### config.mk
export PLATFORM = sky130hd
export DESIGN_NAME = channel_top
export DESIGN_NICKNAME = d
export VERILOG_FILES = /design/src/common/pixel_pkg.sv /design/src/hw/sar_logic.sv /design/src/hw/csa_reset_timer.sv /design/src/hw/event_builder.sv /design/src/hw/channel_ctrl.sv /design/src/local_fifo/local_fifo.sv /design/src/hw/channel_top.sv
export SDC_FILE = /design/constraint.sdc
export NUM_CORES = 1
export LEC_CHECK = 0
export BUFFER_PORTS_ARGS = -buffer_cell sky130_fd_sc_hd__buf_4
export CAP_MARGIN = 10
export CORE_MARGIN = 5
export CORE_UTILIZATION = 60
export CTS_CLUSTER_DIAMETER = 60
export CTS_CLUSTER_SIZE = 20
export DETAILED_ROUTE_END_ITERATION = 8
export HOLD_SLACK_MARGIN = 0.15
export PLACE_DENSITY = 0.82
export SETUP_SLACK_MARGIN = 0.05
export SYNTH_ARGS = -nofsm -noshare
export SYNTH_HDL_FRONTEND = slang
export SYNTH_SLANG_ARGS = --single-unit
### constraint.sdc
create_clock -name clk -period 14.7 [get_ports clk]
set_input_delay 0.735 -clock clk [delete_from_list [all_inputs] [get_ports clk]]
set_output_delay 0.735 -clock clk [all_outputs]
set_load 0.05 [all_outputs]
### src/common/pixel_pkg.sv
`default_nettype none

package pixel_pkg;

    ////////////////////
    // data widths
    ////////////////////
    typedef logic [7:0]  adc_word_t;        // adc code or dac control word
    typedef logic [62:0] event_t;           // one packed channel event
    typedef logic [7:0]  chip_id_t;
    typedef logic [5:0]  channel_id_t;
    typedef logic [31:0] timestamp_t;       // low 28 bits go into the event
    typedef logic [1:0]  trigger_type_t;
    typedef logic [7:0]  count8_t;          // burst count and reset length
    typedef logic [15:0] hold_delay_t;      // sampling time in cycles

    localparam trigger_type_t TRIG_NATURAL  = 2'd0;
    localparam trigger_type_t TRIG_EXTERNAL = 2'd1;

    localparam adc_word_t SAR_START = 8'h80;    // msb is tested first

    ////////////////////
    // event field layout
    ////////////////////
    localparam int PKT_TYPE_LO    = 0;
    localparam int PKT_TYPE_HI    = 1;
    localparam int CHIP_ID_LO     = 2;
    localparam int CHIP_ID_HI     = 9;
    localparam int CHANNEL_ID_LO  = 10;
    localparam int CHANNEL_ID_HI  = 15;
    localparam int TS_LO          = 16;
    localparam int TS_HI          = 43;
    localparam int ADC_LO         = 48;
    localparam int ADC_HI         = 55;
    localparam int TRIG_LO        = 56;
    localparam int TRIG_HI        = 57;
    localparam int DOWNSTREAM_BIT = 62;     // flags the packet as going downstream

    localparam logic [1:0] PKT_DATA = 2'b01;    // data packet

endpackage

`default_nettype wire

### src/hw/sar_logic.sv
`timescale 1ns/100ps
`default_nettype none

module sar_logic (
    input  logic                 clk,
    input  logic                 reset_n,
    input  logic                 sar_start,      // load mask, clear code
    input  logic                 sar_step,       // decide one bit
    input  logic                 sar_capture,    // publish the finished code
    input  logic                 readout_mode,
    input  logic                 comp,           // high keeps the tested bit
    output pixel_pkg::adc_word_t adc_word,
    output pixel_pkg::adc_word_t dac_word
);

    import pixel_pkg::*;

    adc_word_t sar_mask;    // bit under test
    adc_word_t sar_code;    // working code of the binary search

    always_ff @(posedge clk or negedge reset_n) begin
        if (!reset_n) begin
            sar_mask <= SAR_START;
            sar_code <= '0;
            adc_word <= '0;
        end else begin
            if (sar_start) begin
                sar_mask <= SAR_START;
                sar_code <= '0;
            end else if (sar_step) begin
                if (comp)
                    sar_code <= sar_code | sar_mask;
                sar_mask <= sar_mask >> 1;
            end
            if (sar_capture)
                adc_word <= sar_code;
        end
    end

    // park the dac at midscale while reading out
    assign dac_word = readout_mode ? SAR_START : (sar_code | sar_mask);

endmodule

`default_nettype wire

### src/hw/csa_reset_timer.sv
`timescale 1ns/100ps
`default_nettype none

module csa_reset_timer (
    input  logic               clk,
    input  logic               reset_n,
    input  logic               reset_start,
    input  pixel_pkg::count8_t reset_length,    // zero acts as one
    output logic               csa_reset,
    output logic               reset_busy
);

    import pixel_pkg::*;

    count8_t remain;    // cycles left after the current one

    always_ff @(posedge clk or negedge reset_n) begin
        if (!reset_n) begin
            remain    <= '0;
            csa_reset <= 1'b0;
        end else if (reset_start) begin
            remain    <= (reset_length == 8'd0) ? 8'd0 : reset_length - 8'd1;
            csa_reset <= 1'b1;
        end else if (remain != 8'd0) begin
            remain    <= remain - 8'd1;
        end else begin
            csa_reset <= 1'b0;
        end
    end

    // covers the cycle before csa_reset rises
    assign reset_busy = csa_reset | reset_start;

endmodule

`default_nettype wire

### src/hw/event_builder.sv
`timescale 1ns/100ps
`default_nettype none

module event_builder (
    input  logic                     clk,
    input  logic                     reset_n,
    input  logic                     latch_time,     // start of conversion
    input  logic                     build_event,
    input  pixel_pkg::chip_id_t      chip_id,
    input  pixel_pkg::channel_id_t   channel_id,
    input  pixel_pkg::timestamp_t    timestamp_32b,
    input  pixel_pkg::adc_word_t     adc_word,
    input  pixel_pkg::trigger_type_t trigger_type,
    output pixel_pkg::event_t        event_word
);

    import pixel_pkg::*;

    logic [TS_HI-TS_LO:0] ts_latched;       // low 28 bits of the time stamp
    trigger_type_t        trig_latched;

    always_ff @(posedge clk or negedge reset_n) begin
        if (!reset_n) begin
            ts_latched   <= '0;
            trig_latched <= TRIG_NATURAL;
        end else if (latch_time) begin
            ts_latched   <= timestamp_32b[TS_HI-TS_LO:0];
            trig_latched <= trigger_type;
        end
    end

    always_ff @(posedge clk or negedge reset_n) begin
        if (!reset_n) begin
            event_word <= '0;
        end else if (build_event) begin
            event_word                            <= '0;    // spare bits read zero
            event_word[PKT_TYPE_HI:PKT_TYPE_LO]   <= PKT_DATA;
            event_word[CHIP_ID_HI:CHIP_ID_LO]     <= chip_id;
            event_word[CHANNEL_ID_HI:CHANNEL_ID_LO] <= channel_id;
            event_word[TS_HI:TS_LO]               <= ts_latched;
            event_word[ADC_HI:ADC_LO]             <= adc_word;
            event_word[TRIG_HI:TRIG_LO]           <= trig_latched;
            event_word[DOWNSTREAM_BIT]            <= 1'b1;
        end
    end

endmodule

`default_nettype wire

### src/hw/channel_ctrl.sv
`timescale 1ns/100ps
`default_nettype none

module channel_ctrl (
    input  logic                      clk,
    input  logic                      reset_n,
    input  logic                      hit,
    input  logic                      external_trigger,
    input  logic                      channel_mask,
    input  logic                      external_trigger_mask,
    input  pixel_pkg::count8_t        adc_burst,
    input  pixel_pkg::hold_delay_t    adc_hold_delay,
    input  pixel_pkg::adc_word_t      digital_threshold,
    input  pixel_pkg::adc_word_t      adc_word,
    input  logic                      reset_busy,         // csa still in reset
    input  logic                      local_fifo_full,
    output logic                      triggered_natural,
    output pixel_pkg::trigger_type_t  trigger_type,       // held for the whole burst
    output logic                      sample,
    output logic                      strobe,
    output logic                      sar_start,
    output logic                      sar_step,
    output logic                      sar_capture,
    output logic                      readout_mode,
    output logic                      latch_time,
    output logic                      build_event,
    output logic                      fifo_write,
    output logic                      reset_start
);

    import pixel_pkg::*;

    typedef enum logic [2:0] {
        IDLE,
        SAMPLE,
        RESET_CSA,
        CONVERT,
        SAR_DONE,
        REQUEST_READOUT,
        TRANSFER
    } state_t;

    state_t        state;
    state_t        next_state;
    logic          triggered_external;
    logic          triggered_channel;
    trigger_type_t trigger_code;
    hold_delay_t   hold_cnt;            // cycles spent sampling
    logic [2:0]    sar_cnt;             // one count per sar bit
    count8_t       burst_cnt;           // conversions done for this trigger
    logic          last_conv;

    ////////////////////
    // trigger qualification
    ////////////////////
    always_comb begin
        triggered_natural  = hit & ~channel_mask;
        triggered_external = external_trigger & ~external_trigger_mask;
        triggered_channel  = triggered_natural | triggered_external;
        if (triggered_external && !triggered_natural)
            trigger_code = TRIG_EXTERNAL;
        else
            trigger_code = TRIG_NATURAL;
    end

    // zero burst still means one conversion
    assign last_conv = (adc_burst == 8'd0) || (burst_cnt == adc_burst - 8'd1);

    ////////////////////
    // state machine
    ////////////////////
    always_comb begin
        next_state = state;
        case (state)
            IDLE:            if (triggered_channel && !reset_busy) next_state = SAMPLE;
            SAMPLE:          if (hold_cnt >= adc_hold_delay) next_state = RESET_CSA;
            RESET_CSA:       next_state = CONVERT;
            CONVERT:         if (sar_cnt == 3'd7) next_state = SAR_DONE;
            SAR_DONE:        next_state = REQUEST_READOUT;
            REQUEST_READOUT: if (!local_fifo_full) next_state = TRANSFER;  // wait for room
            TRANSFER:        next_state = last_conv ? IDLE : SAMPLE;
            default:         next_state = IDLE;
        endcase
    end

    always_ff @(posedge clk or negedge reset_n) begin
        if (!reset_n) begin
            state        <= IDLE;
            hold_cnt     <= '0;
            sar_cnt      <= '0;
            burst_cnt    <= '0;
            trigger_type <= TRIG_NATURAL;
            sample       <= 1'b1;       // track the csa while idle
            strobe       <= 1'b0;
            readout_mode <= 1'b0;
        end else begin
            state        <= next_state;
            hold_cnt     <= (state == SAMPLE) ? hold_cnt + 16'd1 : 16'd0;
            sar_cnt      <= (state == CONVERT) ? sar_cnt + 3'd1 : 3'd0;
            if (state == IDLE) begin
                burst_cnt <= '0;
                if (triggered_channel && !reset_busy)
                    trigger_type <= trigger_code;
            end else if (state == TRANSFER) begin
                burst_cnt <= burst_cnt + 8'd1;
            end
            // levels follow the state being entered
            sample       <= next_state inside {IDLE, SAMPLE, SAR_DONE, REQUEST_READOUT,
                                               TRANSFER};
            strobe       <= (next_state == CONVERT);
            readout_mode <= next_state inside {REQUEST_READOUT, TRANSFER};
        end
    end

    ////////////////////
    // datapath strobes
    ////////////////////
    assign sar_start   = (state == RESET_CSA);
    assign latch_time  = (state == RESET_CSA);
    assign sar_step    = (state == CONVERT);
    assign sar_capture = (state == SAR_DONE);
    assign build_event = (state == REQUEST_READOUT) && !local_fifo_full;
    assign fifo_write  = (state == TRANSFER) && (adc_word >= digital_threshold);
    assign reset_start = (state == TRANSFER) && last_conv;    // end of burst

endmodule

`default_nettype wire

### src/local_fifo/local_fifo.sv
`timescale 1ns/100ps
`default_nettype none

module local_fifo #(
    parameter int unsigned LOCAL_FIFO_DEPTH = 8     // power of two, 4 or more
) (
    input  logic              clk,
    input  logic              reset_n,
    input  pixel_pkg::event_t data_in,
    input  logic              write_n,      // low pushes data_in
    input  logic              read_n,       // low pops the oldest entry
    output pixel_pkg::event_t data_out,
    output logic              fifo_full,
    output logic              fifo_empty
);

    import pixel_pkg::*;

    localparam int ADDR_W = $clog2(LOCAL_FIFO_DEPTH);
    localparam logic [ADDR_W:0] FULL_COUNT = (ADDR_W + 1)'(LOCAL_FIFO_DEPTH);

    event_t            mem [LOCAL_FIFO_DEPTH];
    logic [ADDR_W-1:0] wr_ptr;      // wraps on its own
    logic [ADDR_W-1:0] rd_ptr;
    logic [ADDR_W:0]   count;       // entries held
    logic              do_write;
    logic              do_read;

    assign fifo_full  = (count == FULL_COUNT);
    assign fifo_empty = (count == '0);
    assign do_write   = !write_n && !fifo_full;     // drop writes when full
    assign do_read    = !read_n && !fifo_empty;
    assign data_out   = mem[rd_ptr];                // oldest entry always shown

    always_ff @(posedge clk) begin
        if (do_write)
            mem[wr_ptr] <= data_in;
    end

    always_ff @(posedge clk or negedge reset_n) begin
        if (!reset_n) begin
            wr_ptr <= '0;
            rd_ptr <= '0;
            count  <= '0;
        end else begin
            if (do_write)
                wr_ptr <= wr_ptr + 1'b1;
            if (do_read)
                rd_ptr <= rd_ptr + 1'b1;
            case ({do_write, do_read})
                2'b10:   count <= count + 1'b1;
                2'b01:   count <= count - 1'b1;
                default: count <= count;
            endcase
        end
    end

endmodule

`default_nettype wire

### src/hw/channel_top.sv
`timescale 1ns/100ps
`default_nettype none

module channel_top #(
    parameter int unsigned LOCAL_FIFO_DEPTH = 8
) (
    input  logic                    clk,
    input  logic                    reset_n,
    input  logic                    hit,                    // discriminator fired
    input  logic                    external_trigger,
    input  logic                    channel_mask,           // high masks the hit
    input  logic                    external_trigger_mask,
    input  pixel_pkg::chip_id_t     chip_id,
    input  pixel_pkg::channel_id_t  channel_id,
    input  pixel_pkg::timestamp_t   timestamp_32b,
    input  pixel_pkg::count8_t      adc_burst,              // conversions per trigger
    input  pixel_pkg::count8_t      reset_length,           // csa reset cycles
    input  pixel_pkg::hold_delay_t  adc_hold_delay,
    input  pixel_pkg::adc_word_t    digital_threshold,      // lowest code written
    input  logic                    comp,                   // sar comparator
    input  logic                    read_local_fifo_n,      // low pops one event
    output pixel_pkg::event_t       channel_event,
    output pixel_pkg::adc_word_t    dac_word,
    output logic                    fifo_empty,
    output logic                    triggered_natural,
    output logic                    csa_reset,
    output logic                    sample,
    output logic                    strobe
);

    import pixel_pkg::*;

    trigger_type_t trigger_type;
    adc_word_t     adc_word;
    event_t        event_word;
    logic          sar_start;
    logic          sar_step;
    logic          sar_capture;
    logic          readout_mode;
    logic          latch_time;
    logic          build_event;
    logic          fifo_write;
    logic          reset_start;
    logic          reset_busy;
    logic          local_fifo_full;

    channel_ctrl u_ctrl (
        .clk                   (clk),
        .reset_n               (reset_n),
        .hit                   (hit),
        .external_trigger      (external_trigger),
        .channel_mask          (channel_mask),
        .external_trigger_mask (external_trigger_mask),
        .adc_burst             (adc_burst),
        .adc_hold_delay        (adc_hold_delay),
        .digital_threshold     (digital_threshold),
        .adc_word              (adc_word),
        .reset_busy            (reset_busy),
        .local_fifo_full       (local_fifo_full),
        .triggered_natural     (triggered_natural),
        .trigger_type          (trigger_type),
        .sample                (sample),
        .strobe                (strobe),
        .sar_start             (sar_start),
        .sar_step              (sar_step),
        .sar_capture           (sar_capture),
        .readout_mode          (readout_mode),
        .latch_time            (latch_time),
        .build_event           (build_event),
        .fifo_write            (fifo_write),
        .reset_start           (reset_start)
    );

    sar_logic u_sar (
        .clk          (clk),
        .reset_n      (reset_n),
        .sar_start    (sar_start),
        .sar_step     (sar_step),
        .sar_capture  (sar_capture),
        .readout_mode (readout_mode),
        .comp         (comp),
        .adc_word     (adc_word),
        .dac_word     (dac_word)
    );

    csa_reset_timer u_reset_timer (
        .clk          (clk),
        .reset_n      (reset_n),
        .reset_start  (reset_start),
        .reset_length (reset_length),
        .csa_reset    (csa_reset),
        .reset_busy   (reset_busy)
    );

    event_builder u_event (
        .clk           (clk),
        .reset_n       (reset_n),
        .latch_time    (latch_time),
        .build_event   (build_event),
        .chip_id       (chip_id),
        .channel_id    (channel_id),
        .timestamp_32b (timestamp_32b),
        .adc_word      (adc_word),
        .trigger_type  (trigger_type),
        .event_word    (event_word)
    );

    local_fifo #(
        .LOCAL_FIFO_DEPTH (LOCAL_FIFO_DEPTH)
    ) u_local_fifo (
        .clk        (clk),
        .reset_n    (reset_n),
        .data_in    (event_word),
        .write_n    (~fifo_write),          // fifo write is active low
        .read_n     (read_local_fifo_n),
        .data_out   (channel_event),
        .fifo_full  (local_fifo_full),
        .fifo_empty (fifo_empty)
    );

endmodule

`default_nettype wire

==> metrics list <==
- The flow ran to the end, and the final reports show no timing, DRC or antenna violations.
- In the final layout, the share of cells above drive strength 1 is 30.6%.
- Static Leakage: 9.41 nW
* Worst Tran Pin Value: 1.02 ns
- Worst setup path category: reg2out
* Worst setup margin: 10.60 ns
* Final weighted congestion in routability-driven placement: 0.816
- Vias in the first global route: 12400
- TritonCTS built the clock tree.
- In the routed design, unresolved DRC markers number 0.
- STA puts the critical path data required time at 13.97 ns.
- The slowest stage of the critical path belongs to the cell dfrtp_4.
- The path class of the tightest hold or removal check is in2async.
* Via count of the routed design: 11800
- Layout Skew: 0.0250 ns
- Counting I/O delays and the setup requirement, the final critical path takes 4.10 ns.
- Setup repair after global routing left no endpoint under its margin.
- Number of different library cells in the post-synthesis netlist: 57
- For this run, asynchronously set or reset flops after synthesis account for 27.5%.
- Ordered list of cells on the worst path: buf_4 > mux4_2 > mux2_2 > buf_4
- Of the total synthesized cell area, the portion taken by XOR and XNOR cells is 1.73%.
- Total Power Consumption: 3.54 mW
* Max IR drop VDD: 0.0000891 V
- DR pass1 iterations: 4
- Buffers inserted to repair hold after CTS numbered 0.
- For this design the ratio of total power to cell area is 135 nW/um^2.
- The synthesized netlist devotes 1.76% of its cell area to compound gates.
- Net count, final: 1627
* Top post-synthesis cells by area: edfxtp_1 (54%), dfrtp_1 (17%), mux4_2 (10%), mux2_2 (5.4%), nand2_1 (2.2%)
- For this configuration, the core starts out at a cell density of 60.4%.
* FF/Latch Area: 16500 um^2
- Top-count cell post-synth: edfxtp_1
- The critical path contains buffers and inverters numbering 2 combined.
* Period Utilization, post-route: 27.9%
* Dpl ws: 10.91 ns
- Measured against its own limit, the worst slew margin works out to 32.1%.
- Once detailed placement completed, the half-perimeter wirelength came to 25600 um.
* Die extent in y: 207 um
- Total overflow reported by the global router: 0
- Longest Clk Path Bufs: 3
- Crit Path Max Fanout: 40
* Post CTS Setup Buffer Count: 0
- The cell that appears most often on the critical path is buf_4.
- Endpoint class of the critical path: output port
* Data arrival, critical path: 3.36 ns
* Post-detailed-route wirelength per cell: 21.7 um
- Std cell rows: 72
* Primary flip-flop cell chosen by synthesis mapping: edfxtp_1
- Initial antenna violation count: 1
- Post-synthesis instance area: 23200 um^2
* Floorplan core area: 38500 um^2
- Commonest cells in the netlist: edfxtp_1 (416), dfrtp_1 (156), nand2_1 (135)
* Number of I/O pins: 170
- Max-slew violation count: 0
- Number of I/O port buffers: 155
* Die outline area: 42800 um^2
* Antenna viol nets, final: 0
- Dividing the detail-routed via count by the number of cells gives 5.77.
* Area growth from synthesis to layout: 12.6%
* Worst stage delay on the critical path: 0.90 ns
- End-of-flow core utilization: 68.0%
- Summing the areas of all and, or, nand and nor instances in the mapped netlist gives 5.72% of the synthesized area.
- Kind of cell adding the most delay to the critical path: buffers and inverters
* F_max: 0.244 GHz
- H-tree levels: 2
- Clock latency at the later pin of the worst-skew pair: 0.56 ns
- The portion of synthesized area spent on multiplexers is 16.0%.
- Cell type with the largest total area after synthesis: edfxtp_1
- Part of the Yosys area used for sequential elements: 70.8%
- In this run, CTS created clock tree buffers numbering 38.
* Count of flip-flops with a built-in enable after synthesis: 416
* Synthesis-stage register bit count: 574
- For this run, the total global-route usage over all layers was measured as 21.4%.
* Wire length of the first global-routing pass: 69300 um
- The root buffer cell chosen for the clock tree is clkbuf_16.
- Clock-pin slew on the worst setup and hold paths: 0.07 ns
* Number of fillers in the final layout: 2540
* Number of standard cells after synthesis: 1342
- The die is 207 um wide.
* Number of maximum-capacitance violations: 0
* Area fraction of the dominant cell type after synthesis: 53.8%
- STA classifies the critical path startpoint as a flip-flop.
- The average instance in the mapped netlist occupies 17.3 um^2.
- Setup violations remaining at the end of the flow were counted as 0.
- Post-synthesis share of cell area spent on full adders, half adders and majority gates: 2.08%
- Largest family of logic cells by synthesized area: multiplexers
- Total area of multi-input combinational cells: 6440 um^2
- Entering global routing, the biggest net connects 81 pins.
- Syn. warnings: 0
* PostCTS Resize Cnt: 0
- The detailed router finished its first iteration with 584 violations.
* Post-Route WL: 44400 um
* Number of inserted diodes: 0
* Clk sinks: 574
* Hold violation total from the final report: 0
* Setup TNS Final: 0 ns
[layout make-up]
cell class                 instances  share of cell area [%]
clock buffer                      56                    4.05
clock inverter                    12                   0.526
inverter                          38                   0.545
multi-input combinational        674                    24.6
sequential                       574                    62.9
tap                              518                    2.48
timing repair buffer             169                    4.86
[state kept, by name, indices dropped and copies added, names as in the netlist, 8 cells and up]
signal                count
u_ctrl.burst_cnt          8
u_ctrl.hold_cnt          16
u_event.event_word       52
u_event.ts_latched       28
u_local_fifo.mem        416
u_reset_timer.remain      8
u_sar.adc_word            8
u_sar.sar_code            8
u_sar.sar_mask            8
[kinds of logic (layout without fill, tap and decap cells)]
logic type	Yosys count	in the layout
adder cells (fa/ha/maj)	38	38
buffers and inverters	103	275
other	1	10
XOR/XNOR	46	46
flip-flops	574	574
AO/OA/AOI/OAI	61	61
multiplexers	226	226
AND/OR/NAND/NOR	293	293
[cell usage in the layout, fill, tap and decap left out, types with 13 or more instances in the layout]
cell	n
inv_1	38
o21ai_0	13
mux4_2	104
ha_1	37
nand3_1	20
clkbuf_1	15
mux2_2	111
buf_4	168
nand2_1	135
edfxtp_1	416
dfrtp_1	153
xor2_1	28
xnor2_1	18
a21oi_1	20
nor2_1	64
clkbuf_16	39
[stage by stage]
| step | area [um^2] | cells | hold WS, ns |
|---|---|---|---|
| after floorplan | 23300 | 1351 | 0.407 |
| after global placement | 25000 | 1973 | 0.420 |
| after detailed placement | 25000 | 1973 | 0.444 |
| after CTS | 26200 | 2041 | 0.263 |
| after global routing | 26200 | 2041 | 0.288 |
| final | 26200 | 2041 | 0.251 |
[routing by layer]
| layer | part of all wire, % | global-route usage [%] |
|---|---|---|
| met5 | 0.029 | 0 |
| met4 | 1.6 | 4.63 |
| met3 | 6.1 | 4.06 |
| met2 | 51 | 36.5 |
| met1 | 41 | 29.3 |
[report_power, final]
part           total, mW  switching, mW  internal (mW)
logic              0.639          0.346          0.293
registers           1.85         0.0962           1.75
clock network       1.06          0.524          0.533
total               3.54          0.965           2.58
[worst paths after layout]
| kind | depth (start not counted) | slack, ns | to | from |
|---|---|---|---|---|
| min in group clk | 3 | 0.37 | u_event.ts_latched[25] | timestamp_32b[25] |
| hold / removal | 1 | 0.25 | u_ctrl.hold_cnt[13] | reset_n |
| setup reg to reg | 13 | 11.36 | u_local_fifo.count[3] | u_sar.adc_word[5] |
| max in group asynchronous | 2 | 12.93 | u_local_fifo.count[1] | reset_n |
| setup / recovery | 4 | 10.60 | channel_event[18] | u_local_fifo.rd_ptr[0] |
| hold reg to reg | 1 | 0.45 | u_ctrl.sar_cnt[0] | u_ctrl.sar_cnt[0] |
(Power assumes the default switching activity.)
